==> config.mk <==
export PLATFORM = sky130hd
export DESIGN_NAME = rom_bank_map
export DESIGN_NICKNAME = d
export VERILOG_FILES = /design/src/mbus_pkg.sv /design/src/rom_bank_map.sv
export SDC_FILE = /design/constraint.sdc
export NUM_CORES = 1
export LEC_CHECK = 0
export BUFFER_PORTS_ARGS = -buffer_cell sky130_fd_sc_hd__buf_4
export CAP_MARGIN = 5
export CORE_UTILIZATION = 45
export CTS_BUF_LIST = sky130_fd_sc_hd__clkbuf_8
export DETAILED_ROUTE_END_ITERATION = 8
export PLACE_DENSITY = 0.74
export SYNTH_ARGS = -nofsm -noshare
export SYNTH_HDL_FRONTEND = slang
export SYNTH_SLANG_ARGS = --single-unit
==> constraint.sdc <==
create_clock -name MCLK -period 1.5 [get_ports MCLK]
set_clock_uncertainty 0.05 [all_clocks]
set_input_delay 0.225 -clock MCLK [delete_from_list [all_inputs] [get_ports MCLK]]
set_output_delay 0.225 -clock MCLK [all_outputs]
set_load 0.005 [all_outputs]
==> src/mbus_pkg.sv <==
package mbus_pkg;

	// ------------------------------------------------------------
	// Bus widths
	// ------------------------------------------------------------
	localparam int ADDR_W     = 23;
	localparam int DATA_W     = 16;
	localparam int ROM_ADDR_W = 24;
	localparam int BANK_W     = 5;
	localparam int NUM_BANKS  = 8;

	// Banked view of a word address
	localparam int SLOT_W     = $clog2(NUM_BANKS);
	localparam int SLOT_OFS_W = 18;

	localparam logic [DATA_W-1:0] OPEN_BUS_INIT = 16'h4E71;

	// ------------------------------------------------------------
	// Region bounds as word addresses
	// ------------------------------------------------------------
	// Byte address A00000
	localparam logic [ADDR_W-1:0] ROM_AREA_END  = 23'h500000;
	// Byte address A130F0
	localparam logic [ADDR_W-1:0] BANK_REG_BASE = 23'h509878;
	// Byte address E00000
	localparam logic [ADDR_W-1:0] RAM_AREA_BASE = 23'h700000;
	// 2 MiB counted in words like rom_size
	localparam logic [ROM_ADDR_W-1:0] BANK_ENABLE_SIZE = 24'h100000;

	typedef logic [DATA_W-1:0] word_t;

	typedef enum logic {
		SRC_CPU = 1'b0,
		SRC_DMA = 1'b1
	} mbus_src_e;

	typedef enum logic [2:0] {
		ST_IDLE       = 3'd0,
		ST_SELECT     = 3'd1,
		ST_ROM_WAIT   = 3'd2,
		ST_RAM_ACCESS = 3'd3
	} mbus_state_e;

	// One bus word address, read flat or as mapper slot plus offset
	typedef union packed {
		logic [ADDR_W-1:0] flat;
		struct packed {
			logic [ADDR_W-SLOT_W-SLOT_OFS_W-1:0] high;
			logic [SLOT_W-1:0]                   slot;
			logic [SLOT_OFS_W-1:0]               offset;
		} banked;
	} mbus_addr_u;

endpackage

==> src/rom_bank_map.sv <==
module rom_bank_map (
	input  logic                            MCLK,
	input  logic                            reset,
	input  mbus_pkg::mbus_addr_u            cyc_addr,
	input  mbus_pkg::word_t                 cyc_wdata,
	input  logic                            bank_we,
	output logic [mbus_pkg::ROM_ADDR_W-1:0] rom_addr
);

	logic [mbus_pkg::BANK_W-1:0] bank_reg [mbus_pkg::NUM_BANKS];
	logic                        bank_mode;

	// Registers start as identity map, slot n holds bank n
	always_ff @(posedge MCLK) begin
		if (reset) begin
			bank_mode <= 1'b0;
			for (int i = 0; i < mbus_pkg::NUM_BANKS; i++) begin
				bank_reg[i] <= mbus_pkg::BANK_W'(i);
			end
		end else if (bank_we) begin
			bank_reg[cyc_addr.flat[mbus_pkg::SLOT_W-1:0]] <= cyc_wdata[mbus_pkg::BANK_W-1:0];
			bank_mode <= 1'b1;
		end
	end

	// ------------------------------------------------------------
	// Address mapping
	// ------------------------------------------------------------
	// Mapper covers the low 4 MiB only
	always_comb begin
		if (bank_mode && cyc_addr.banked.high == '0) begin
			rom_addr = mbus_pkg::ROM_ADDR_W'({bank_reg[cyc_addr.banked.slot],
				cyc_addr.banked.offset});
		end else begin
			rom_addr = mbus_pkg::ROM_ADDR_W'(cyc_addr.flat);
		end
	end

	// Slot 0 keeps the vector table in place
	assert property (@(posedge MCLK) disable iff (reset)
		bank_we |-> (cyc_addr.flat[mbus_pkg::SLOT_W-1:0] != '0));

endmodule

# After elaboration in Yosys (flattened, before gate mapping)
# Memories as Yosys holds them, arrays and structs flattened.
# Index checks and enable logic that the tools add are counted.
# totals
reg_bits	1
latch_bits	0
mem_bits_rw	40
rom_bits	0
input_bits	42
out_inout_bits	24
wordCells	14
n_memories	1
# memory_table
name	depth	width	rd	rd_ports_with_merged_regs	wr	line_no	text
bank_reg	8	5	1	0	8	rom_bank_map.sv:10	logic [mbus_pkg::BANK_W-1:0] bank_reg [mbus_pkg::NUM_BANKS];
# op_classes
add_sub_neg	0
multipliers	0
div_mod_pow	0
order_cmp	0
n_eq_ne	0
shifts	0
n_mux	9
bitwise_logic	0
reduce_logical	3
# ops
op	n
$mux 23	1
$mux 1	6
$mux 5	1
$reduce_or 5->1	1
$mux 3	1
$logic_not 2->1	1
$logic_and 1x1->1	1

# Logic depth before layout (Yosys ltp)
# logic_depth
word_depth	5
mapped_depth	4
ltp_nobuf	3

# Least setup slack after synthesis
# OpenSTA, ideal clock, no wires.
# synth_timing
path_type	reg-to-output
start	memory bank_reg[6][3] (netlist name)
end	output port rom_addr[21] (netlist name)
arrival_ns	1.163
path_slack_ns	0.062
path_stages_with_launch	4
n_path_buf	0
cell_sequence	edfxtp_1 mux4_2 or2_1 a41o_1
# synth_between
elab_chain_len	2
# synth_rtl
item	line_no	text
start, declared	rom_bank_map.sv:10	
$mem_v2 8x5	-	
$mux 23	rom_bank_map.sv:31	if (bank_mode && cyc_addr.banked.high == '0) begin
end, declared	rom_bank_map.sv:7	output logic [mbus_pkg::ROM_ADDR_W-1:0] rom_addr
# No other way between the ends.

# Worst setup path after layout
# layout_timing
start	memory bank_reg[6][4] (netlist name)
end	output port rom_addr[22] (netlist name)
# The elaborated chain is that of the path after synthesis.

==> metrics.md <==
| Metric | Value |
|---|---|
| Status | `finished with violations` |
| Failing checks | `DRC, setup timing` |
| Worst path required time | `1.22 ns` |
| Hold Startpoint | `bank_we` |
| Synth Area in XOR/XNOR | `0%` |
| Total Neg Setup Slack | `-1.86 ns` |
| Cell count after synthesis | `~160` |
| Commonest register cell after synthesis | `edfxtp_1` |
| Clock root buffer | `clkbuf_8` |
| Register-to-Register Path Depth | `3` |
| Hold slack | `0.118 ns` |
| Number of global-route vias before repair | `between 1,000 and 1,500` |
| Largest net degree at the start of global routing | `15` |
| Fmax achieved | `0.497 GHz` |
| Clock transition at path regs | `about 0.08 ns` |
| Die Area | `5010 sq um` |
| Clk Latency, worst-skew pair | `0.30 ns` |
| Maximum VDD drop | `0.000407 V` |
| Main combinational cell family by area after synthesis | `simple AND/OR/NAND/NOR gates` |
| Synth Area in Compound Gates | `between 2 and 3%` |
| DP HPWL | `between 3000 and 4000 microns` |
| Setup-failing EPs final | `5` |
| # clock sinks | `41` |
| # port buffers | `23` |
| Yosys Warn Count | `0` |
| Synthesized area per cell | `around 13 sq um` |
| # Max-Cap Violations | `0` |
| Clk buf depth | `2` |
| Post-route cell area | `2450 sq um` |
| Worst R2R Setup Slack | `around 0.76 ns` |
| Post-Synth Adder-Cell Area | `0%` |
| Register area | `about 1200 sq um` |
| Library cells used by synthesis | `29` |
| CTS Buf Count | `5` |
| Via count | `between 1,000 and 1,500` |
| H-tree depth | `2` |
| # IOs | `66` |
| Period utilization | `134%` |
| FF+latch count, synth | `a little over 40` |
| Overall power | `~2.3 mW` |
| Die Width | `between 70 and 80 microns` |
| CTS tree | `built` |
| Row count | `24` |
| CP arrival | `between 1.5 and 2 ns` |
| Simple-Gate Fraction of Synth Area | `a little over a fifth` |
| Async S/R FF share, synth | `0%` |
| Mapped Area | `2130 sq um` |
| GRT Util Overall | `between 10% and 20%` |
| Slew Viols, Final | `0` |
| Fill cells | `about 370` |
| Vias per cell | `between 5 and 6` |
| WL final | `4190 microns` |
| Crit Path Category | `flip-flop to output port` |
| RSZ-0062 raised after global routing | `yes` |
| Dpl cell area | `2360 sq um` |
| Final hold viol count | `0` |
| First-pass GRT wire length | `about 6700 microns` |
| Starting DRT DRC Count | `50` |
| Syn-to-layout area delta | `15.4%` |
| R2r startpoint | `bank_mode` |
| Final min period | `slightly above 2 ns` |
| Post-route ant nets | `0` |
| Hold Path Sink | `bank_mode` |
| P per Cell Area | `954 nW/um^2` |
| Share of cells above drive strength 1 | `a little over a third` |
| Crit. End Element | `output port` |
| Die height | `approximately 70 microns` |
| Drt pass-1 iters | `6` |
| Area occupied by multi-input gates | `737 sq um` |
| Area of the core | `about 4400 sq um` |
| Leakage Power | `roughly 0.91 nW` |
| Min-Delay Path Class | `input port to flip-flop` |
| Initial antenna violation count | `0` |
| GP Congestion | `just over 0.8` |
| Starting density of the core | `~48%` |
| Syn_nets | `between 200 and 250` |
| Post-synthesis mux area share | `a little over a tenth` |
| Crit path launch type | `flip-flop` |
| Worst flop-to-flop path endpoint | `bank_mode` |
| Pre-CTS setup slack | `-0.186 ns` |
| Worst Hold Path Cells | `3` |
| WL/cell | `17.4 microns` |
| EDFF count, synth | `40` |
| Number of diodes | `0` |
| Setup bufs post-CTS | `0` |
| Register area share after synthesis | `about 57%` |
| Grt total ovfl | `0` |
| Crit-path max FO | `1` |
| Largest register FFs | `40` |
| Setup ws final | `-0.512 ns` |
| Remaining DRCs | `10` |
| Nets | `230` |
-- power breakdown --
part,internal [mW],total (mW),switching (mW)
clock,0.326,0.719,0.394
sequential,1.33,1.35,0.0200
combinational,0.147,0.277,0.130
total,1.80,2.34,0.543
-- worst max-delay path by stage --
stage / start / endpoint / slack, ns
global placement: cyc_addr[19] / rom_addr[21] / -0.16
CTS: bank_reg[6][3] / rom_addr[21] / -0.52
detailed placement: cyc_addr[19] / rom_addr[21] / -0.19
finish: bank_reg[6][4] / rom_addr[22] / -0.51
floorplan: bank_reg[6][3] / rom_addr[21] / 0.06
global route: bank_reg[6][4] / rom_addr[22] / -0.56
-- Yosys cell counts, types with 2 or more instances --
library cell / n / share of area, %
edfxtp_1: 40 / 56
and2_1: 28 / 8.2
buf_4: 21 / 7.4
or3_1: 11 / 3.2
nor2_1: 8 / 1.4
or2_2: 8 / 2.4
mux4_2: 6 / 6.4
nand2_1: 5 / 0.88
o21ai_0: 5 / 1.2
mux2i_1: 4 / 1.9
nand2b_1: 3 / 0.88
clkbuf_1: 2 / 0.35
mux4_1: 2 / 2.5
nand3_1: 2 / 0.47
nor2b_1: 2 / 0.59
nor4_1: 2 / 0.59
or3b_1: 2 / 0.82
-- worst max-delay path, stage by stage, from the launching register on --
cell	delay [ns]
edfxtp_1	0.42
mux4_2	0.49
or2_0	0.21
a31o_1	0.18
buf_4	0.13
-- cells by family (layout without fill, tap and decap cells) --
logic type,count (synthesis),count (layout)
multiplexers,12,12
buffers and inverters,24,50
other,1,1
AND/OR/NAND/NOR,76,76
flip-flops,41,41
AO/OA/AOI/OAI,9,9
-- per-layer routing --
layer  global-route usage (%)  wire (microns)  vias to the layer above
li1                         -               -                      624
met1                     21.5            1650                      616
met2                     31.5            2100                       55
met3                     4.70             291                       16
met4                     11.6             141                        0
met5                        0               0                        -
-- metrics by stage --
stage,cells,util (%)
final,241,55.2
after global routing,241,55.2
after floorplan,163,-
after detailed placement,233,53.2
after CTS,241,55.1
after global placement,233,53.2
-- placed cells by master (no fill, tap or decap) --
cell type,n
clkinvlp_4,3
mux2i_1,4
or2_2,8
or3b_2,1
o21ai_1,6
or3b_1,2
nand2b_1,3
nand2_1,5
mux4_1,1
nand3_1,2
or2_1,1
buf_12,2
edfxtp_1,40
nand3b_1,1
nor3b_2,1
or3_1,11
nor2b_1,2
a31o_1,1
buf_4,40
nor2_1,8
nor4_1,2
dfxtp_1,1
and2_1,28
conb_1,1
or2_0,1
a21oi_1,1
mux4_2,7
a41o_1,1
clkbuf_8,5
-- layout make-up --
class | count | share of cell area (%)
clock inverters | 3 | 0.917
well taps | 52 | 2.65
multi-input cells | 98 | 30.0
clock buffers | 5 | 2.80
repair buffers | 42 | 13.9
flip-flops and latches | 41 | 49.7
-- what timing repair did --
action	in CTS	in global routing
hold endpoints to repair	0	0
resized for setup	5	2
hold buffers	0	0
setup endpoints to repair	5	5
pin swaps	1	1
Power figures use the tool's default switching activity.
