`src/mbus_pkg.sv`:
```
package mbus_pkg;

	// ------------------------------------------------------------
	// Bus widths
	// ------------------------------------------------------------
	localparam int ADDR_W     = 23;
	localparam int DATA_W     = 16;
	localparam int ROM_ADDR_W = 24;
	localparam int BANK_W     = 5;
	localparam int NUM_BANKS  = 8;

	// Banked view of a word address
	localparam int SLOT_W     = $clog2(NUM_BANKS);
	localparam int SLOT_OFS_W = 18;

	localparam logic [DATA_W-1:0] OPEN_BUS_INIT = 16'h4E71;

	// ------------------------------------------------------------
	// Region bounds as word addresses
	// ------------------------------------------------------------
	// Byte address A00000
	localparam logic [ADDR_W-1:0] ROM_AREA_END  = 23'h500000;
	// Byte address A130F0
	localparam logic [ADDR_W-1:0] BANK_REG_BASE = 23'h509878;
	// Byte address E00000
	localparam logic [ADDR_W-1:0] RAM_AREA_BASE = 23'h700000;
	// 2 MiB counted in words like rom_size
	localparam logic [ROM_ADDR_W-1:0] BANK_ENABLE_SIZE = 24'h100000;

	typedef logic [DATA_W-1:0] word_t;

	typedef enum logic {
		SRC_CPU = 1'b0,
		SRC_DMA = 1'b1
	} mbus_src_e;

	typedef enum logic [2:0] {
		ST_IDLE       = 3'd0,
		ST_SELECT     = 3'd1,
		ST_ROM_WAIT   = 3'd2,
		ST_RAM_ACCESS = 3'd3
	} mbus_state_e;

	// One bus word address, read flat or as mapper slot plus offset
	typedef union packed {
		logic [ADDR_W-1:0] flat;
		struct packed {
			logic [ADDR_W-SLOT_W-SLOT_OFS_W-1:0] high;
			logic [SLOT_W-1:0]                   slot;
			logic [SLOT_OFS_W-1:0]               offset;
		} banked;
	} mbus_addr_u;

endpackage

```
`src/mbus_reply.sv`:
```
module mbus_reply (
	input  logic                MCLK,
	input  logic                reset,
	input  logic                cpu_as_n,
	input  logic                dma_sel,
	input  logic                cyc_done,
	input  mbus_pkg::mbus_src_e done_src,
	input  mbus_pkg::word_t     cyc_rdata,
	input  logic                fill_open_bus,
	output logic                cpu_dtack_n,
	output mbus_pkg::word_t     cpu_rdata,
	output logic                dma_dtack_n,
	output mbus_pkg::word_t     dma_rdata,
	output mbus_pkg::word_t     open_bus,
	output logic                busy_cpu,
	output logic                busy_dma
);

	logic done_cpu;
	logic done_dma;

	assign done_cpu = cyc_done & (done_src == mbus_pkg::SRC_CPU);
	assign done_dma = cyc_done & (done_src == mbus_pkg::SRC_DMA);

	// ------------------------------------------------------------
	// Acknowledges and open bus
	// ------------------------------------------------------------
	always_ff @(posedge MCLK) begin
		if (reset) begin
			cpu_dtack_n <= 1'b1;
			dma_dtack_n <= 1'b1;
			open_bus    <= mbus_pkg::OPEN_BUS_INIT;
		end else begin
			// Held until the master lets go of its strobe
			if (done_cpu) begin
				cpu_dtack_n <= 1'b0;
			end else if (cpu_as_n) begin
				cpu_dtack_n <= 1'b1;
			end
			if (done_dma) begin
				dma_dtack_n <= 1'b0;
			end else if (~dma_sel) begin
				dma_dtack_n <= 1'b1;
			end
			if (cyc_done & fill_open_bus) begin
				open_bus <= cyc_rdata;
			end
		end
	end

	// Read words per master
	always_ff @(posedge MCLK) begin
		if (done_cpu) begin
			cpu_rdata <= cyc_rdata;
		end
		if (done_dma) begin
			dma_rdata <= cyc_rdata;
		end
	end

	assign busy_cpu = ~cpu_dtack_n;
	assign busy_dma = ~dma_dtack_n;

endmodule

```
`config.mk`:
```
export PLATFORM = sky130hd
export DESIGN_NAME = mbus_reply
export DESIGN_NICKNAME = d
export VERILOG_FILES = /design/src/mbus_pkg.sv /design/src/mbus_reply.sv
export SDC_FILE = /design/constraint.sdc
export NUM_CORES = 1
export LEC_CHECK = 0
export BUFFER_PORTS_ARGS = -buffer_cell sky130_fd_sc_hd__buf_2
export CAP_MARGIN = 20
export CORE_MARGIN = 5
export CORE_UTILIZATION = 49
export DETAILED_ROUTE_END_ITERATION = 12
export PLACE_DENSITY = 0.82
export SYNTH_ARGS = -nofsm -noshare
export SYNTH_HDL_FRONTEND = slang
export SYNTH_SLANG_ARGS = --single-unit
```
`constraint.sdc`:
```
create_clock -name MCLK -period 4 [get_ports MCLK]
set_input_delay 0.2 -clock MCLK [delete_from_list [all_inputs] [get_ports MCLK]]
set_output_delay 0.2 -clock MCLK [all_outputs]
set_load 0.01 [all_outputs]
```
After elaboration in Yosys (flattened, before gate mapping)
Cells that the tools add are included.
- register bits after elaboration: 50
- bits of input ports: 23
- output and inout bits: 52
- logic and storage cells: 17
- equal/unequal tests: 1
- muxes and demuxes: 4
- bitwise logic cells: 6
- reductions and logical operators: 1
- operators by type and width (kind ; count):
    two-way mux 1 bit ; 4
    bitwise AND 1 bit ; 3
    inverter 1 bit ; 3
    != test 2 x 1 -> 1 bit, second input constant ; 1
    nonzero test 2 bit ; 1

Depth between registers and ports, before layout
- word-level depth: 3
- gate-level depth with buffers: 4
- depth with buffers taken out: 2

Least setup slack after synthesis
OpenSTA, ideal clock, no wires.
- path kind: input to register
- start point: input cyc_done
- end point: register cpu_rdata[0], enable pin
- library setup time: 0.392 ns
- arrival time: 1.228 ns
- required time: 3.608 ns
- path slack: 2.380 ns
- stages on the path: 3
- buffers on the path: 2
- cell sequence: buf_6 -> buf_6 -> nor2b_1
- word-level cells in the longest chain between the ends: 1
- ends and longest elaborated chain (element ; line ; source):
    start, declared ; mbus_reply.sv:6 ; input logic cyc_done,
    bitwise AND 1 bit ; mbus_reply.sv:22 ; assign done_cpu = cyc_done & (done_src == mbus_pkg::SRC_CPU);
    net done_cpu ; mbus_reply.sv:19 ; logic done_cpu;
    end signal, assigned ; mbus_reply.sv:54 ; cpu_rdata <= cyc_rdata;
    end, declared ; mbus_reply.sv:11 ; output mbus_pkg::word_t cpu_rdata,
The timed path passes the listed nets, and every way through them passes these cells.
A chain may end at the register's enable or synchronous reset.

Worst setup path in the final report
- start point: input cyc_done
- end point: register dma_rdata[13], enable pin
- word-level cells in the longest chain between the ends: 1
- ends and longest elaborated chain (element ; line ; source):
    bitwise AND 1 bit ; mbus_reply.sv:23 ; assign done_dma = cyc_done & (done_src == mbus_pkg::SRC_DMA);
    net done_dma ; mbus_reply.sv:20 ; logic done_dma;
    end signal, assigned ; mbus_reply.sv:57 ; dma_rdata <= cyc_rdata;
    end, declared ; mbus_reply.sv:13 ; output mbus_pkg::word_t dma_rdata,
The timed path passes the listed nets, and every way through them passes these cells.

==> impl_metrics.xml <==
<?xml version="1.0" encoding="UTF-8"?>
<metrics>
  <group name="outcome">
    <metric name="status" unit="">finished clean</metric>
  </group>
  <group name="power">
    <metric name="power.density_cell_area" unit="nW/µm²">446</metric>
    <metric name="clkPwrFrac" unit="%">28.3</metric>
    <metric name="total_leakage_power" unit="nW">0.948</metric>
    <metric name="power.share.sequential" unit="%">61.3</metric>
    <metric name="power.net_switching" unit="µW">210</metric>
    <metric name="sw_frac_of_total" unit="%">21.7</metric>
    <metric name="vdd_ir_drop_max" unit="mV">0.233</metric>
    <metric name="share_comb_of_total_power" unit="%">10.4</metric>
    <metric name="p_int" unit="µW">758</metric>
  </group>
  <group name="drt">
    <metric name="wire_per_inst" unit="µm">15.6</metric>
    <metric name="drt_first_pass_iters" unit="">4</metric>
    <metric name="route.antenna.remaining_nets" unit="">0</metric>
    <metric name="route.vias.total" unit="">1103</metric>
    <metric name="detail_route.drc_violations" unit="">0</metric>
    <metric name="vias_per_cell" unit="">4.84</metric>
    <metric name="route.final.wire_length" unit="µm">3560</metric>
    <metric name="drt_iter0_drc" unit="">40</metric>
  </group>
  <group name="critical_path">
    <metric name="critPathMaxFanout" unit="">27</metric>
    <metric name="worst_stage_delay_on_the_critical_path" unit="ns">0.65</metric>
    <metric name="critPathSlowestCell" unit="">sky130_fd_sc_hd__and2_1</metric>
    <metric name="crit_path_start" unit="">cyc_done</metric>
    <metric name="cp.required" unit="ns">4.00</metric>
    <metric name="crit_path_end_kind" unit="">flip-flop</metric>
    <metric name="critical_path.reg2reg.startpoint" unit="">open_bus[15]$_SDFFE_PP0P_</metric>
    <metric name="path_buf_inv" unit="">1</metric>
    <metric name="timing.critical_path.max_delay_family" unit="">simple AND/OR/NAND/NOR gates</metric>
    <metric name="cp_cell_sequence" unit="">buf_2 -&gt; and2_1</metric>
    <metric name="worstSetupStartpointType" unit="">primary input</metric>
    <metric name="worstPathArrival" unit="ns">1.20</metric>
    <metric name="critical_path_type" unit="">in2reg</metric>
  </group>
  <group name="sta">
    <metric name="maxSlewHeadroom" unit="%">53.3</metric>
    <metric name="final-hold-violation-count" unit="">0</metric>
    <metric name="clock.fmax" unit="GHz">0.830</metric>
    <metric name="layout_worst_path_cycle_share" unit="%">30.1</metric>
    <metric name="grt_setup_unrepaired" unit="">false</metric>
    <metric name="post-route-min-period" unit="ns">1.20</metric>
    <metric name="final-max-slew-violation-count" unit="">0</metric>
    <metric name="finalSetupTns" unit="ns">0</metric>
    <metric name="setup-violations-final" unit="">0</metric>
    <metric name="fin_skew" unit="ns">0</metric>
    <metric name="worst-slew-pin-transition" unit="ns">0.700</metric>
  </group>
  <group name="synth">
    <metric name="synth_top_cells_by_area" unit="">sky130_fd_sc_hd__edfxtp_1, sky130_fd_sc_hd__dfxtp_1, sky130_fd_sc_hd__a21bo_2</metric>
    <metric name="synth.yosys.warnings" unit="">0</metric>
    <metric name="synth_cells" unit="">106</metric>
    <metric name="netlist.area_leader.share" unit="%">56.2</metric>
    <metric name="synth_area_leader_cell" unit="">sky130_fd_sc_hd__edfxtp_1</metric>
    <metric name="synth_sequential_area_ratio" unit="%">77.2</metric>
    <metric name="yosys.cell_types.count" unit="">17</metric>
    <metric name="syn_area" unit="µm²">1710</metric>
    <metric name="mappedNetlistNets" unit="">129</metric>
    <metric name="syn-mean-instance-area" unit="µm²">16.1</metric>
    <metric name="synth-seq-cells" unit="">50</metric>
  </group>
  <group name="final_layout">
    <metric name="area_growth_syn_to_layout" unit="%">26.8</metric>
    <metric name="mostFrequentLayoutCell" unit="">sky130_fd_sc_hd__buf_2</metric>
    <metric name="insertedDiodeCount" unit="">0</metric>
    <metric name="final_cell_mix" unit="">sky130_fd_sc_hd__buf_2, sky130_fd_sc_hd__edfxtp_1, sky130_fd_sc_hd__dfxtp_1</metric>
    <metric name="num-fill-cells" unit="">267</metric>
    <metric name="finalNonFillerCells" unit="">228</metric>
    <metric name="post_route_cells_drive_above_1_share" unit="%">49.5</metric>
    <metric name="fin_nets" unit="">204</metric>
    <metric name="layout.cell_area.non_filler" unit="µm²">2170</metric>
  </group>
  <group name="placed_design">
    <metric name="dp_cells" unit="">220</metric>
    <metric name="globalplace.congestion" unit="">0.822</metric>
    <metric name="dpl_cell_area" unit="µm²">2090</metric>
    <metric name="count_of_port_buffers_added_during_placement" unit="">74</metric>
  </group>
  <group name="clock_network">
    <metric name="cts_htree_levels" unit="">2</metric>
    <metric name="clk-insertion-delay-late" unit="ns">0.35</metric>
    <metric name="cts.hold.buffers_added" unit="">0</metric>
    <metric name="clock_tree_from_tritoncts" unit="">done</metric>
    <metric name="numCtsBuffers" unit="">5</metric>
    <metric name="cts.root.buffer_cell" unit="">sky130_fd_sc_hd__clkbuf_4</metric>
    <metric name="cts_resized" unit="">0</metric>
    <metric name="cts_setup_buffers" unit="">0</metric>
    <metric name="clkTransAtPathRegs" unit="ns">0.13</metric>
    <metric name="clock_tree.buffer_depth" unit="">2</metric>
    <metric name="tritoncts_num_sinks" unit="">50</metric>
  </group>
  <group name="job">
    <metric name="maxCapViolCount" unit="">0</metric>
  </group>
  <group name="global_route">
    <metric name="grt_remaining_overflow" unit="">0</metric>
    <metric name="initial_antenna_violation_count" unit="">0</metric>
    <metric name="first_global_vias" unit="">1081</metric>
    <metric name="grt_first_pass_wirelength" unit="µm">5690</metric>
    <metric name="track_usage" unit="%">15.3</metric>
    <metric name="grt_start_max_net_pins" unit="">28</metric>
  </group>
  <group name="die">
    <metric name="fp-row-count" unit="">21</metric>
    <metric name="chipHeight" unit="µm">69.1</metric>
    <metric name="chipWidth" unit="µm">69.1</metric>
    <metric name="floorplan.initialDensity" unit="%">50.9</metric>
    <metric name="die_area" unit="µm²">4770</metric>
    <metric name="ioPinCount" unit="">75</metric>
    <metric name="core" unit="µm²">3360</metric>
  </group>
  <group name="hold_path">
    <metric name="min_path_type" unit="">in2reg</metric>
    <metric name="min-delay-start" unit="">cyc_rdata[4]</metric>
  </group>
</metrics>
state kept, by name, indices dropped and copies added (netlist names):
| register | count |
|---|---|
| cpu_dtack_n | 1 |
| cpu_rdata | 16 |
| dma_dtack_n | 1 |
| dma_rdata | 16 |
| open_bus | 16 |
kinds of logic (layout without fill, tap and decap cells):
| family | Yosys count | count (layout) | synth area share (%) |
|---|---|---|---|
| buffers and inverters | 9 | 85 | 3.51 |
| and+or+nand+nor | 21 | 21 | 7.24 |
| DFF | 50 | 50 | 77.2 |
| AOI/OAI and AO/OA | 26 | 26 | 12.0 |
final cells by class:
cell class	count	area, µm²	area share [%]
clock buffers	7	45.0	2.08
clock inverters	1	30.0	1.38
inverters	2	7.51	0.346
multi-input cells	47	329	15.2
flip-flops and latches	50	1320	60.9
well taps	46	57.6	2.65
repair buffers	75	378	17.4
power by group through the flow:
stage	combinational (mW)	clock (mW)	sequential [mW]
global placement	0.0985	0	0.604
CTS	0.102	0.279	0.594
detailed placement	0.101	0	0.605
finish	0.100	0.274	0.593
global route	0.109	0.310	0.597
floorplan	0.0328	0	0.623
path summary, 6_finish.rpt:
check,depth (start not counted),to,slack (ns)
min reg2reg,1,open_bus[5]$_SDFFE_PP1P_,0.47
min,1,dma_rdata[4]$_DFFE_PP_,0.05
max,2,dma_rdata[13]$_DFFE_PP_,2.80
max reg2reg,2,open_bus[15]$_SDFFE_PP0P_,3.19
synth_stat cells:
library cell / count
sky130_fd_sc_hd__edfxtp_1: 32
sky130_fd_sc_hd__dfxtp_1: 18
sky130_fd_sc_hd__a211o_1: 8
sky130_fd_sc_hd__a21bo_2: 8
sky130_fd_sc_hd__a21oi_1: 8
sky130_fd_sc_hd__and3_1: 8
sky130_fd_sc_hd__nand3_1: 8
sky130_fd_sc_hd__buf_6: 3
sky130_fd_sc_hd__buf_2: 2
sky130_fd_sc_hd__inv_1: 2
sky130_fd_sc_hd__nor2b_1: 2
sky130_fd_sc_hd__o21bai_1: 2
sky130_fd_sc_hd__and2_1: 1
sky130_fd_sc_hd__buf_1: 1
sky130_fd_sc_hd__clkbuf_2: 1
sky130_fd_sc_hd__nand2_4: 1
sky130_fd_sc_hd__nor2_1: 1
per-layer routing:
metal  part of all wire [%]  vias to the layer above  track usage, %
li1                       -                      542               -
met1                     39                      522            17.2
met4                   0.76                        0            5.86
met3                    6.0                        2            5.38
met2                     54                       37            26.5
met5                      0                        -               0
per-stage QoR:
step / setup slack, ns / hold WS, ns / power (mW) / utilization (%)
floorplan: 2.38 / 0.299 / 0.655 / -
global placement: 2.43 / 0.404 / 0.702 / 62.2
detailed placement: 2.40 / 0.407 / 0.706 / 62.2
CTS: 2.80 / 0.0358 / 0.975 / 64.5
global route: 2.73 / 0.0133 / 1.02 / 64.5
finish: 2.80 / 0.0488 / 0.968 / 64.5
No activity file was read; power rests on OpenSTA's default activity.
