## src/mbus_pkg.sv

```systemverilog
package mbus_pkg;

	// ------------------------------------------------------------
	// Bus widths
	// ------------------------------------------------------------
	localparam int ADDR_W     = 23;
	localparam int DATA_W     = 16;
	localparam int ROM_ADDR_W = 24;
	localparam int BANK_W     = 5;
	localparam int NUM_BANKS  = 8;

	// Banked view of a word address
	localparam int SLOT_W     = $clog2(NUM_BANKS);
	localparam int SLOT_OFS_W = 18;

	localparam logic [DATA_W-1:0] OPEN_BUS_INIT = 16'h4E71;

	// ------------------------------------------------------------
	// Region bounds as word addresses
	// ------------------------------------------------------------
	// Byte address A00000
	localparam logic [ADDR_W-1:0] ROM_AREA_END  = 23'h500000;
	// Byte address A130F0
	localparam logic [ADDR_W-1:0] BANK_REG_BASE = 23'h509878;
	// Byte address E00000
	localparam logic [ADDR_W-1:0] RAM_AREA_BASE = 23'h700000;
	// 2 MiB counted in words like rom_size
	localparam logic [ROM_ADDR_W-1:0] BANK_ENABLE_SIZE = 24'h100000;

	typedef logic [DATA_W-1:0] word_t;

	typedef enum logic {
		SRC_CPU = 1'b0,
		SRC_DMA = 1'b1
	} mbus_src_e;

	typedef enum logic [2:0] {
		ST_IDLE       = 3'd0,
		ST_SELECT     = 3'd1,
		ST_ROM_WAIT   = 3'd2,
		ST_RAM_ACCESS = 3'd3
	} mbus_state_e;

	// One bus word address, read flat or as mapper slot plus offset
	typedef union packed {
		logic [ADDR_W-1:0] flat;
		struct packed {
			logic [ADDR_W-SLOT_W-SLOT_OFS_W-1:0] high;
			logic [SLOT_W-1:0]                   slot;
			logic [SLOT_OFS_W-1:0]               offset;
		} banked;
	} mbus_addr_u;

endpackage

```

## src/mbus_request.sv

```systemverilog
module mbus_request (
	input  logic                        MCLK,
	input  logic                        reset,
	input  logic                        cpu_as_n,
	input  logic [mbus_pkg::ADDR_W-1:0] cpu_addr,
	input  mbus_pkg::word_t             cpu_wdata,
	input  logic                        cpu_rnw,
	input  logic                        cpu_uds_n,
	input  logic                        cpu_lds_n,
	input  logic                        dma_sel,
	input  logic [mbus_pkg::ADDR_W-1:0] dma_addr,
	input  logic                        busy_cpu,
	input  logic                        busy_dma,
	input  logic                        cyc_done,
	output logic                        cyc_start,
	output mbus_pkg::mbus_addr_u        cyc_addr,
	output mbus_pkg::word_t             cyc_wdata,
	output logic                        cyc_rnw,
	output logic                        cyc_uds_n,
	output logic                        cyc_lds_n,
	output mbus_pkg::mbus_src_e         cyc_src
);

	logic cyc_open;
	logic cpu_req;
	logic dma_req;

	// A master only asks while its acknowledge is not held
	assign cpu_req = ~cpu_as_n & ~busy_cpu;
	assign dma_req = dma_sel & ~busy_dma;

	always_ff @(posedge MCLK) begin
		if (reset) begin
			cyc_open  <= 1'b0;
			cyc_start <= 1'b0;
			cyc_src   <= mbus_pkg::SRC_CPU;
		end else begin
			cyc_start <= 1'b0;
			if (cyc_open) begin
				if (cyc_done) begin
					cyc_open <= 1'b0;
				end
			end else if (cpu_req | dma_req) begin
				cyc_open  <= 1'b1;
				cyc_start <= 1'b1;
				// CPU always wins
				cyc_src   <= cpu_req ? mbus_pkg::SRC_CPU : mbus_pkg::SRC_DMA;
			end
		end
	end

	// Cycle fields latched on a grant and held until the next one
	always_ff @(posedge MCLK) begin
		if (~cyc_open & cpu_req) begin
			cyc_addr.flat <= cpu_addr;
			cyc_wdata     <= cpu_wdata;
			cyc_rnw       <= cpu_rnw;
			cyc_uds_n     <= cpu_uds_n;
			cyc_lds_n     <= cpu_lds_n;
		end else if (~cyc_open & dma_req) begin
			// DMA only reads whole words
			cyc_addr.flat <= dma_addr;
			cyc_rnw       <= 1'b1;
			cyc_uds_n     <= 1'b0;
			cyc_lds_n     <= 1'b0;
		end
	end

	// Control only finishes a cycle that is open
	assert property (@(posedge MCLK) disable iff (reset)
		cyc_done |-> (cyc_open && !cyc_start));

endmodule

```

## config.mk

```make
export PLATFORM = sky130hd
export DESIGN_NAME = mbus_request
export DESIGN_NICKNAME = d
export VERILOG_FILES = /design/src/mbus_pkg.sv /design/src/mbus_request.sv
export SDC_FILE = /design/constraint.sdc
export NUM_CORES = 1
export LEC_CHECK = 0
export BUFFER_PORTS_ARGS = -buffer_cell sky130_fd_sc_hd__buf_2
export CAP_MARGIN = 5
export CORE_ASPECT_RATIO = 1.4
export CORE_MARGIN = 1
export CORE_UTILIZATION = 41
export DETAILED_ROUTE_END_ITERATION = 12
export PLACE_DENSITY = 0.79
export SETUP_SLACK_MARGIN = 0.3
export SYNTH_ARGS = -nofsm -noshare
export SYNTH_HDL_FRONTEND = slang
export SYNTH_SLANG_ARGS = --single-unit
```

## constraint.sdc

```tcl
create_clock -name MCLK -period 2.7 [get_ports MCLK]
set_input_delay 0 -clock MCLK [delete_from_list [all_inputs] [get_ports MCLK]]
set_output_delay 0 -clock MCLK [all_outputs]
set_load 0.1 [all_outputs]
```

; ---- Word-level counts from Yosys, hierarchy flattened
; Cells that the tools add are included.
[word_totals]
regBits = 45
elab_cells = 31
[classes]
mux = 11
n_reduce_logical = 3
bitwise = 9
[op_table]
columns = operator, n
row1 = 23-bit two-way mux, 2
row2 = 1-bit two-way mux, 9
row3 = 1-bit bitwise AND, 4
row4 = 1-bit inverter, 4
row5 = 2-bit AND reduction, 1
row6 = 2-bit nonzero test, 1
row7 = 2-bit OR reduction, 1
row8 = 1-bit bitwise OR, 1

; ---- Logic depth before layout (Yosys ltp)
; Gate-level depths: netlist of run 1.
[depth]
word_depth = 5
ltp_mapped = 3
depth_no_buf = 2

; ---- Worst setup path before layout of run 1
; No wires, ideal clock.
[synth_timing]
path_type = register -> register
start = reg cyc_open
end = reg cyc_addr[0] (netlist name) (enable)
path_buffers = 0
stages_incl_launch_ff = 2
synth_period_minus_slack_ps = 2087
setup_slack_ps = 613
arrival_time_ps = 1669
setup_ps = 418
cell_sequence = dfxtp_1 a21oi_1
[synth_between]
elab_chain_cells = 3
word_cells_on_any_way = 4
[synth_rtl]
columns = item, line_no
row1 = start: declaration, mbus_request.sv:24  ; logic cyc_open;
row2 = start signal: assignment, mbus_request.sv:34  ; cyc_open <= 1'b0;
row3 = start signal: assignment, mbus_request.sv:41  ; cyc_open <= 1'b0;
row4 = start signal: assignment, mbus_request.sv:44  ; cyc_open <= 1'b1;
row5 = 1-bit inverter (no line) *, -
row6 = "1-bit bitwise AND, on equally long branches", "mbus_request.sv:54, mbus_request.sv:60"
row7 = 2-bit nonzero test (no line) *, -
row8 = end: declaration, mbus_request.sv:16  ; output mbus_pkg::mbus_addr_u cyc_addr,
; Mark *: on every way between the ends. The rest lies on a longest branch, timed or not.
; A chain may end at the register's enable or synchronous reset.

; ---- Worst setup path after layout of run 1
[layout_timing]
start = reg cyc_open
end = reg cyc_addr[7] (netlist name), data pin
[layout_between]
elab_chain_cells = 3
[layout_rtl]
columns = item, line_no
row1 = 1-bit inverter (no line), -
row2 = 1-bit bitwise AND, mbus_request.sv:54  ; if (~cyc_open & cpu_req) begin
row3 = 23-bit two-way mux, mbus_request.sv:54
; No other way between the ends.

==> flow_results.org, run 1 <==
** Run status
- Run status :: completed

** GRT
- The initial antenna violation count was 0.
- Global routing consumed, over all layers together, 17.5% of the routing resources.
- Maximum number of pins on one net before global-route repair :: 43
- Number of global-route vias before repair :: 1,354
- Wire length of the first global-routing pass :: between 5000 and 6000 µm
- The total overflow left after global routing is 0.

** Layout
- After routing the design area is about 2700 µm².
- 0 antenna diodes ended up in the layout.
- After the last flow step, the layout net total stands at ~300.
- Number of fill cells in the layout :: around 280
- Layout cells sized above 1 :: 64.4%
- The area growth from synthesis to layout is 57.0%.
- Cells fill approximately 68% of the core in the end.

** Drt
- Using the TritonRoute via totals, the vias-per-cell ratio works out to between 4 and 5.
- The routed layout has ~1,300 vias.
- Dividing the detail-routed wire length by the instance count gives 13.6 µm.
- Final routed DRC violation total :: 0
- For this run, the detailed router's first-pass iteration total came to 4.
- In this run the remaining antenna-violating nets after routing total 0.
- Drt first-iter violations :: 38
- After detailed routing, the total wire length is 3750 µm.

** Floorplanning
- The die is between 70 and 80 µm tall.
- The region available for standard cell placement spans ~4000 µm².
- Once the floorplan was initialized, standard cells occupied a little over two fifths of the core.
- The floorplan has 27 rows.
- The die covers about 4400 µm².
- From left edge to right edge, the die measures approximately 56 µm.
- between 100 and 150 I/O pins were placed.

** Clock tree
- Maximum level of the CTS H-tree :: 2
- The longest clock path from root to sink contains 2 buffers.
- The tree is rooted in a clkbuf_8.
- In this run, CTS created clock tree buffers numbering 5.
- Clock tree from TritonCTS :: built
- Clock network latency to the later pin of the worst-skew pair :: just under 0.3 ns
- CTS clock-pin slew for the worst setup and hold paths :: roughly 0.080 ns
- Counting every sink on the clock net gives between 40 and 50.
- In this run, post-CTS repair resized a total of 0 instances.

** Timing
- For the pin with the worst max-slew slack, the measured transition is 0.499 ns.
- The final number of max-transition violations came to 0.
- Across the routed clock network, the largest skew measured is approximately 0.0052 ns.
- The clock period could shrink to roughly 2.2 ns.
- Headroom to the max-slew limit :: between 60% and 70%
- Share of the clock period used by the worst path :: 82.8%
- Fin Setup TNS :: 0 ns
- Setup repair after global routing missed its margin :: false
- The worst path meets setup with 0.466 ns of slack.
- The number of hold violations in the final report came to 0.
- Derived from the worst setup path, the maximum achievable clock frequency is around 450 MHz.
- Setup violations remaining at the end of the flow were counted as 0.

** Pwr
- Per report_power, the sequential group accounts for 48.4% of the total.
- Worst-case vdd ir drop :: 0.582 mV
- Net Switching :: roughly 600 µW
- For this design the static power due to leakage is roughly 0.0012 µW.
- Share of total power in the clock network :: about 23%
- Internal Pwr Total :: between 1000 and 1500 µW
- Portion of total power attributed to combinational logic :: about 29%
- PD cells :: approximately 640 nW/µm²
- Net switching fraction of the power :: between 30 and 40%

** Placed design
- The count of buffers added on input and output ports is around 120.
- At the end of routability-driven placement, the weighted congestion stood at around 0.65.
- Post-DP HPWL :: about 2500 µm
- The placed instances occupy a cell area of around 2300 µm².
- DP Worst Slack :: ~0.99 ns

** Synth
- Syn_nets :: between 150 and 200
- Post-Syn Area :: ~1700 µm²
- By area the synthesized netlist is led by edfxtp_1, mux2_2, dfxtp_1, buf_6, nor3_4.
- The synthesized netlist devotes 0% of its cell area to adder and majority cells.
- Summing the areas of all xor and xnor instances in the mapped netlist gives 0% of the synthesized area.
- Total of warnings raised by yosys :: 0
- The synthesized netlist contains 14 unique library cells.
- Counting every instance in the synthesized netlist gives 84.
- In the synthesized netlist, mux cells make up 15.2% of the area.
- The synthesized design contains 45 register bits.
- Sequential elements use 77.7% of the synthesized area.
- Synthesized-area fraction occupied by and/or/nand/nor cells :: approximately 3.3%
- Post-Synthesis Mean Instance Area :: 20.2 µm²
- Main combinational cell family by area after synthesis :: multiplexers
- The biggest area contributor in the post-synthesis netlist is edfxtp_1.
- Share of Yosys cell area claimed by the top area cell type :: 74.2%
- The synthesized netlist devotes 1.99% of its cell area to compound gates.

** Min path
- Worst hold path stage count :: 2
- Min-Delay Endpoint :: cyc_addr[4]
- In this run the most critical hold path is launched from cpu_addr[4].
- The path class of the tightest hold or removal check is in2reg.

** Critical path
- The critical path in this run is classified as reg2reg.
- The endpoint identified for the worst register-to-register timing path is cyc_addr[7].
- The critical path contains buffers and inverters numbering 2 combined.
- STA classifies the critical path endpoint as a register.
- R2R depth :: 4
- The largest single stage delay on the critical path is 0.55 ns.
- Worst Path Max Fanout :: 42
- Among cell families on the critical path, the largest total delay comes from buffers and inverters.
- Data required time of the worst path :: roughly 2.8 ns
- Ordered list of cells on the worst path :: nor3_4, buf_4, mux2_2, dlygate4sd3_1
- Startpoint of the lowest-slack register-to-register path :: cyc_open
- For this design, the slowest cell found on the critical path is dlygate4sd3_1.
- Worst EP arrival :: 2.28 ns
- R2R Setup Slk :: 0.47 ns
- Kind of start point of the critical path :: register

** Run
- The tool flagged a number of max-cap violations equal to 0.
-- cells by family (layout without fill, tap and decap cells) --
group,Yosys count,in the layout
buffers and inverters,4,153
DFF,45,45
AOI/OAI and AO/OA,5,5
and+or+nand+nor,7,7
muxes,23,23
-- synthesized netlist by cell type (all sizes together) --
| cell | instances |
|---|---|
| mux2 | 23 |
| and2 | 2 |
| dfxtp | 3 |
| inv | 2 |
| a21o | 1 |
| edfxtp | 42 |
| a31oi | 1 |
| a21oi | 1 |
| buf | 2 |
| nand2b | 2 |
| or3b | 1 |
| a211oi | 2 |
| or2 | 1 |
| nor3 | 1 |
-- worst reg2reg max path: stages, from the launching register on --
cell	delay (ns)
dfxtp_1	0.38
nor3_4	0.21
buf_4	0.46
mux2_2	0.40
dlygate4sd3_1	0.55
-- state kept, by name, indices dropped and copies added (netlist names) --
name       flops
cyc_start      1
cyc_uds_n      1
cyc_rnw        1
cyc_wdata     16
cyc_lds_n      1
cyc_open       1
cyc_addr      23
cyc_src        1
-- worst max path at each step --
| stage | startpoint | endpoint | slack, ns | depth (start not counted) |
|---|---|---|---|---|
| after floorplan | cyc_open | cyc_addr[0] | 0.61 | 1 |
| after global placement | cyc_open | cyc_addr[5] | 1.03 | 3 |
| after detailed placement | cyc_open | cyc_addr[3] | 0.99 | 3 |
| after CTS | cyc_open | cyc_addr[7] | 0.45 | 4 |
| after global routing | cyc_open | cyc_addr[7] | 0.36 | 4 |
| final | cyc_open | cyc_addr[7] | 0.47 | 4 |
-- cells in the final DEF (no fill, tap or decap) --
master and count:
or2_2 1, edfxtp_1 42, buf_2 115, a211oi_1 2
clkbuf_8 5, or3b_2 1, dlygate4sd3_1 26, clkinvlp_4 1
a31oi_1 1, mux2_2 23, nand2b_1 2, and2_1 2
nor3_4 1, buf_4 2, dfxtp_1 3, inv_1 2
a21o_1 1, clkbuf_1 2, a21oi_2 1
-- what timing repair did --
item	in CTS	in global routing
endpoints found under the hold margin	23	2
hold buffers	24	2
setup buffers	0	0
-- layer usage --
layer,GRT usage (%),wire (µm),vias to the layer above,part of all wire [%]
li1,-,-,619,-
met1,16.3,1310,594,35
met2,32.4,2040,79,54
met3,6.59,319,8,8.5
met4,8.78,86,0,2.3
met5,0,0,-,0
-- cell type report --
cell class	count	area, µm²	area share (%)
Sequential cell	45	1320	49.5
Timing Repair Buffer	143	851	31.9
Multi-Input combinational cell	35	353	13.2
Clock buffer	7	76.3	2.86
Tap cell	43	53.8	2.01
Clock inverter	1	7.51	0.281
Inverter	2	7.51	0.281
-- power groups by stage --
stage | clock, µW | sequential [µW] | combinational [µW]
2_1_floorplan | 0 | 1150 | 62.9
3_3_place_gp | 0 | 845 | 463
3_5_place_dp | 0 | 847 | 466
4_1_cts | 403 | 831 | 495
5_1_grt | 427 | 835 | 514
6_report | 390 | 831 | 497
-- stage by stage --
stage | instances | hold WS [ns] | total power [µW]
2_1_floorplan | 84 | 0.0728 | 1210
3_5_place_dp | 242 | 0.178 | 1310
3_3_place_gp | 242 | 0.177 | 1310
4_1_cts | 274 | 0.00126 | 1730
5_1_grt | 276 | 0.00277 | 1780
6_report | 276 | 0.00702 | 1720
Note: power is estimated with default switching activity, not from simulation.
==> inputs of run 2 (changes only) <==
- clock period: 2.7 -> 2.25 ns (I/O delays scaled with it)
==> run 2 against run 1 <==
Against the previous run:
- sequential share of layout area shrank 4.5 points
- final area rose by 10%
- combinational power rose by 29%
- highest routed layer unchanged
==> flow_results.org, run 2 (synthesized netlist as in run 1, its figures left out) <==
** Timing
- Share of the clock period used by the worst path :: roughly 78%
- Maximum clock rate :: roughly 570 MHz
- Setup repair after global routing left no endpoint under its margin.
- Transition time of the tightest slew-check pin :: between 0.5 and 0.6 ns
- Measured against its own limit, the worst slew margin works out to between 60 and 70%.
- Setup violations remaining at the end of the flow were counted as 0.
- On the final layout, the worst clock skew is 0.00582 ns.
- Final worst path period need :: approximately 1.8 ns
- The final number of max-transition violations is 0.
- Fin Setup TNS :: 0 ns
- Number of hold violations in the final report :: 0

** Min path
- The worst hold path begins at cpu_addr[9].
- Counting instances, the worst hold path has a depth of 2.
- Min-Delay Endpoint :: cyc_addr[9]
- Hold Path Class :: in2reg

** Layout
- Counting flops per register, the top entry is cyc_addr.
- Compared with the post-synthesis result, the final layout area differs by 72.8%.
- Most frequent cells in the layout :: buf_2, dlygate4sd3_1, edfxtp_1, mux2_2, clkbuf_8
- Leaving out fill and tap cells, the most frequent cell in the layout is buf_2.
- 0 antenna diodes ended up in the layout.
- The largest registers in the layout are cyc_addr x23, cyc_wdata x16.
- Number of fill cells in the layout :: 254
- Max reg flops :: 23
- The net count of the finished layout is ~330.
- The post-route netlist has 58.1% of its cells at a drive strength greater than 1.
- Design Area, Final :: just under 3000 µm²

** Pwr
- Summed over all cells, the static leakage comes to approximately 0.0013 µW.
- PD cells :: 714 nW/µm²
- Net switching fraction of the power :: between 30% and 40%
- Combinational logic is responsible for 30.6% of the overall power.
- The internal power of the cells totals between 1000 and 1500 µW.
- Worst-case vdd ir drop :: 0.606 mV
- Relative contribution of sequential cells to total power :: 47.5%
- Of the total power, the clock network draws roughly 22%.
- Net Switching :: around 730 µW

** Placed design
- In this run the cell area measured after placement is ~2300 µm².
- PortBufs :: 115
- The congestion estimate from routability-driven global placement came to between 0.7 and 0.8.
- Detailed placement finished with a half-perimeter wire length of 2540 µm.

** Critical path
- Top Family by Delay on Critical Path :: buffers and inverters
- STA classifies the critical path startpoint as a register.
- The signal on the critical path passes through or3b_2, a211oi_1, dlygate4sd3_1.
- The number of cells on the worst reg-to-reg path is 3.
- Cell with the largest stage delay on the worst path :: dlygate4sd3_1
- R2R Setup Slk :: 0.50 ns
- STA puts the critical path data required time at ~2.5 ns.
- STA classifies the critical path endpoint as a register.
- In this run the critical register-to-register path is captured at cyc_src.
- For this run, the slowest stage of the critical path takes between 0.5 and 0.6 ns.
- Combined buffer and inverter count along the critical path :: 1
- Startpoint of the lowest-slack register-to-register path :: cyc_open
- By startpoint and endpoint, the worst setup path is classified as reg2reg.
- Worst Path Max Fanout :: 6
- Worst EP arrival :: 1.99 ns

** Drt
- After detailed routing, the total wire length is 4630 µm.
- Drt first-iter violations :: 23
- Antenna viol nets, final :: 0
- Dividing the detail-routed wire length by the instance count gives 15.3 µm.
- Post-detailed-route via-to-cell ratio :: between 4 and 5
- Detailed-router iteration count before antenna repair :: 4
- Final routed DRC violation total :: 0
- Total via count after detailed routing :: around 1,500

** Floorplanning
- The die covers around 4400 µm².
- Number of placement rows :: 27
- The floorplan step set the die height to 78.2 µm.
- Measured along the x axis, the die boundary spans ~56 µm.
- Once the floorplan was initialized, standard cells occupied a little over two fifths of the core.
- Ports :: approximately 120
- The floorplan step defined a core boundary enclosing 3950 µm².

** GRT
- Global routing used roughly 22% of the available tracks.
- Entering global routing, the biggest net connects 26 pins.
- Total global routing overflow :: 0
- Number of antenna violations at the first check in global routing :: 0
- Number of global-route vias before repair :: between 1,500 and 2,000
- The first global-routing pass estimated approximately 7100 µm of wire.

** Clock tree
- Max Root-Sink Buffers :: 2
- Clk Tree Root Cell :: clkbuf_8
- Post-CTS setup buffer count :: 0
- Clock tree from TritonCTS :: built
- CTS clock-pin slew for the worst setup and hold paths :: 0.08 ns
- For this design, the sink count on the clock tree is 45.
- Number of buffers created by CTS :: 5
- Clock network latency to the later pin of the worst-skew pair :: roughly 0.3 ns
- Maximum level of the CTS H-tree :: 2

** Run status
- Run status :: completed

** Run
- The tool flagged a number of max-cap violations equal to 0.
[run 2: worst register-to-register path: cells and delay by family, from the launching register on]
| family | cells | cell delay [ns] |
|---|---|---|
| AND/OR/NAND/NOR | 1 | 0.49 |
| AO/OA/AOI/OAI | 1 | 0.26 |
| flip-flops | 1 | 0.38 |
| buffers and inverters | 1 | 0.57 |
[run 2: final cells by class]
| type | count | area, µm² | area share (%) |
|---|---|---|---|
| Multi-Input combinational cell | 35 | 353 | 12.0 |
| Clock inverter | 1 | 3.75 | 0.128 |
| Sequential cell | 45 | 1320 | 45.0 |
| Inverter | 2 | 7.51 | 0.256 |
| Tap cell | 43 | 53.8 | 1.83 |
| Timing Repair Buffer | 171 | 1130 | 38.3 |
| Clock buffer | 6 | 72.6 | 2.47 |
[run 2: through the flow]
step                      total power [µW]  utilization [%]  setup WS, ns  hold slack, ns  cells
after floorplan                       1460                -         0.636          0.0728     84
after global placement                1570             59.2         0.745           0.177    244
after detailed placement              1580             59.2         0.716           0.178    244
after CTS                             2100             73.3         0.542       0.0000591    299
after global routing                  2170             74.3         0.385         0.00480    303
final                                 2100             74.3         0.497         0.00704    303
[run 2: how the worst max path moves through the flow]
stage               startpoint           end  cells past startpoint
floorplan             cyc_open  cyc_addr[17]                      3
global placement      cyc_open   cyc_addr[6]                      3
detailed placement    cyc_open  cyc_addr[19]                      3
CTS                   cyc_open       cyc_src                      3
global route          cyc_open       cyc_src                      3
finish                cyc_open       cyc_src                      3
[run 2: repair_timing]
action                                 4_1_cts  5_1_grt
gates resized for setup                      0        0
endpoints found under the hold margin       37        2
hold buffers                                48        4
[run 2: routing by layer]
layer  global-route usage, %  vias up  routed length [µm]  share of wire (%)
met5                       0        -                   0                  0
met4                    10.0        0                 112                2.4
met3                    7.25       11                 282                6.1
met2                    40.1       70                2670                 58
met1                    21.5      697                1570                 34
li1                        -      675                   -                  -
[run 2: power groups by stage]
| stage | Sequential, µW | Combinational, µW | Clock (µW) |
|---|---|---|---|
| after floorplan | 1380 | 76.3 | 0 |
| after global placement | 1010 | 559 | 0 |
| after detailed placement | 1010 | 563 | 0 |
| after CTS | 996 | 627 | 472 |
| after global routing | 1000 | 663 | 505 |
| final | 997 | 641 | 460 |
==> inputs of run 3 (changes only) <==
- clock period: 2.25 -> 1.7 ns (I/O delays scaled with it)
==> run 3 against run 2 <==
Against the previous run:
- critical path type unchanged
- largest cell class unchanged
- fmax increased by 28%
- clock-buffer cell count is the same
- die area is the same
- first-iteration DRC count is 30% lower
- highest routed layer unchanged
- global-route usage decreased by 2.7 points
- sequential power is 32% higher
- final area shrank 4.2%
- flip-flop and latch count stayed put
- non-clock buffer count is 18 lower
==> flow_results.org, run 3 (synthesized netlist as in run 1, its figures left out) <==
** Min path
- Start point of the worst min-delay path :: dma_addr[3]
- The worst hold path belongs to the class in2reg.

** Pwr
- Net switching is 32.9% of the power.
- In this run the power density over the cells is between 1000 and 1500 nW/µm².
- Total power for the finished layout comes to between 2000 and 3000 µW.
- In this run the power spent charging and discharging nets is 958 µW.
- In this run, flip-flops and latches consume between 40 and 50% of the power.
- Per report_power, the combinational group accounts for about 28% of the total.
- The clock network is responsible for a little over a quarter of the overall power.
- The internal power of the cells totals 1960 µW.
- Lkg Pwr :: 0.00122 µW
- The worst-case IR drop observed on VDD is 0.744 mV.

** Drt
- Dividing the detail-routed wire length by the instance count gives around 14 µm.
- Antenna viol nets, final :: 0
- Uppermost metal layer occupied by signal nets :: met4
- For this block, wires on met1 add up to 1250 µm.
- Detailed Route WL :: approximately 4100 µm
- Wire length on met3 :: between 300 and 400 µm
- In the detailed route, the total length drawn on met2 is ~2400 µm.
- In the routed layout, each cell is associated on average with a via count of between 4 and 5.
- The pre-antenna-repair detailed-routing pass consisted of 3 iterations.
- Final routed DRC violation total :: 0
- The routed layout has 1,352 vias.
- The first routing iteration left 16 violations.

** Clock tree
- Max Root-Sink Buffers :: 2
- Clock tree synthesis inserted a total of 5 buffers.
- Clock tree from TritonCTS :: built
- Sink Count :: 45
- Clk Tree Root Cell :: clkbuf_8
- In this run the number of H-tree levels came out at 2.
- CTS clock-pin slew for the worst setup and hold paths :: 0.08 ns
- At the later pin of the worst-skew pair, clock insertion delay measures around 0.29 ns.

** Timing
- Measured against its own limit, the worst slew margin works out to between 60 and 70%.
- Across the routed clock network, the largest skew measured is between 0.006 and 0.007 ns.
- The number of hold violations in the final report is 0.
- For the final routed database, the setup TNS stands at 0 ns.
- Setup repair after global routing missed its margin :: true
- Final setup viols :: 0
- Final worst path period need :: around 1.4 ns
- Derived from the worst setup path, the maximum achievable clock frequency is around 730 MHz.
- Final Max Slew Viols :: 0
- Hold is met by roughly 0.0095 ns.
- Setup slack on the critical path of the routed design comes to about 0.33 ns.
- Of the available clock period, the critical path in the final layout requires 80.6%.
- Transition time of the tightest slew-check pin :: 0.501 ns

** Run status
- The flow ran to the end, and the final reports show no timing, DRC or antenna violations.

** GRT
- The number of global-route vias before repair was 1,488.
- The initial antenna violation count is 0.
- The first global-routing pass estimated roughly 6300 µm of wire.
- In the global route stage, overall resource usage came out at 19.1%.
- Maximum number of pins on one net before global-route repair :: 23
- For this run the aggregate overflow at the end of global routing stands at 0.

** Floorplanning
- In this run the count of I/O pins placed on the die edge is about 120.
- Die Span Y :: slightly below 80 µm
- Placeable core region :: between 3000 and 4000 µm²
- The initial utilization of the core area, before any placement, comes to between 40 and 50%.
- In this run the horizontal extent of the chip is about 56 µm.
- Number of placement rows :: 27
- Total die area :: roughly 4400 µm²

** Placed design
- In this run the tool buffered the top-level ports with approximately 120 buffer cells.
- At the placement stage, the worst setup path has a slack of 0.340 ns.
- Weighted congestion reported at the end of routability-driven placement :: around 0.8
- Summed over all nets, the half-perimeter wirelength after detailed placement is approximately 2900 µm.
- In this run, placement finished with an instance count of 244.

** Layout
- Commonest non-fill, non-tap cell in the layout :: buf_2
- The register with the most flip-flops in the final layout is cyc_addr.
- Layout area overhead :: 65.5%
- Number of fill cells in the layout :: 279
- Max reg flops :: 23
- Registers with the most flip-flops :: cyc_addr x23, cyc_wdata x16
- Layout cells sized above 1 :: roughly 64%
- # nets final :: 314
- Number of diodes :: 0
- Final std cells w/o fill :: 286
- Total area of multi-input combinational cells :: about 360 µm²
- Sequential Area :: 1320 µm²
- Most frequent cells in the layout :: buf_2, edfxtp_1, dlygate4sd3_1, mux2_2

** Critical path
- Worst EP arrival :: roughly 1.4 ns
- The critical path is of the reg2reg type.
- The startpoint identified for the worst register-to-register timing path is cyc_open.
- Worst setup path start :: cyc_open
- For the worst setup path, the data required time is around 1.7 ns.
- The worst setup path is captured at a register.
- STA classifies the critical path startpoint as a register.
- In this run the worst path has a maximum fanout of 22.

** Run
- Max-Cap Viols :: 0
[run 3: final cells by class]
class	count	area share, %
sequential	45	47.0
inverter	2	0.267
multi-input combinational	35	12.8
clock buffer	6	2.58
timing repair buffer	153	34.2
clock inverter	2	1.20
tap	43	1.91
[run 3: worst paths after layout]
kind,slack [ns],to,depth (start not counted)
min reg2reg,0.49,cyc_src,2
max,0.33,cyc_addr[8],3
min,0.01,cyc_addr[3],2
max reg2reg,0.33,cyc_addr[8],3
[run 3: timing repair]
action                     4_1_cts  5_1_grt
hold endpoints to repair        27        1
hold buffers                    30        1
setup endpoints to repair        0       23
setup buffers                    0        3
resized for setup                0        0
[run 3: per-stage QoR]
stage / area, µm² / util (%)
after detailed placement: 2370 / 60.1
after global placement: 2370 / 60.1
final: 2810 / 71.2
after global routing: 2810 / 71.2
after floorplan: 1720 / -
after CTS: 2780 / 70.4
[run 3: worst max-delay path, cell delays in order, from the launching register on]
cell,delay [ns]
dfxtp_2,0.37
nor3_4,0.19
buf_12,0.20
mux2_2,0.35
[run 3: power groups by stage]
stage	clock network, µW	registers (µW)	logic [µW]
6_report	769	1320	824
5_1_grt	836	1330	855
4_1_cts	790	1320	814
3_5_place_dp	0	1350	761
3_3_place_gp	0	1340	752
2_1_floorplan	0	1830	105
[run 3: per-layer routing]
| metal | GRT usage, % | vias to the layer above |
|---|---|---|
| li1 | - | 641 |
| met1 | 16.2 | 634 |
| met2 | 37.4 | 69 |
| met3 | 7.41 | 8 |
| met4 | 8.54 | 0 |
| met5 | 0 | - |
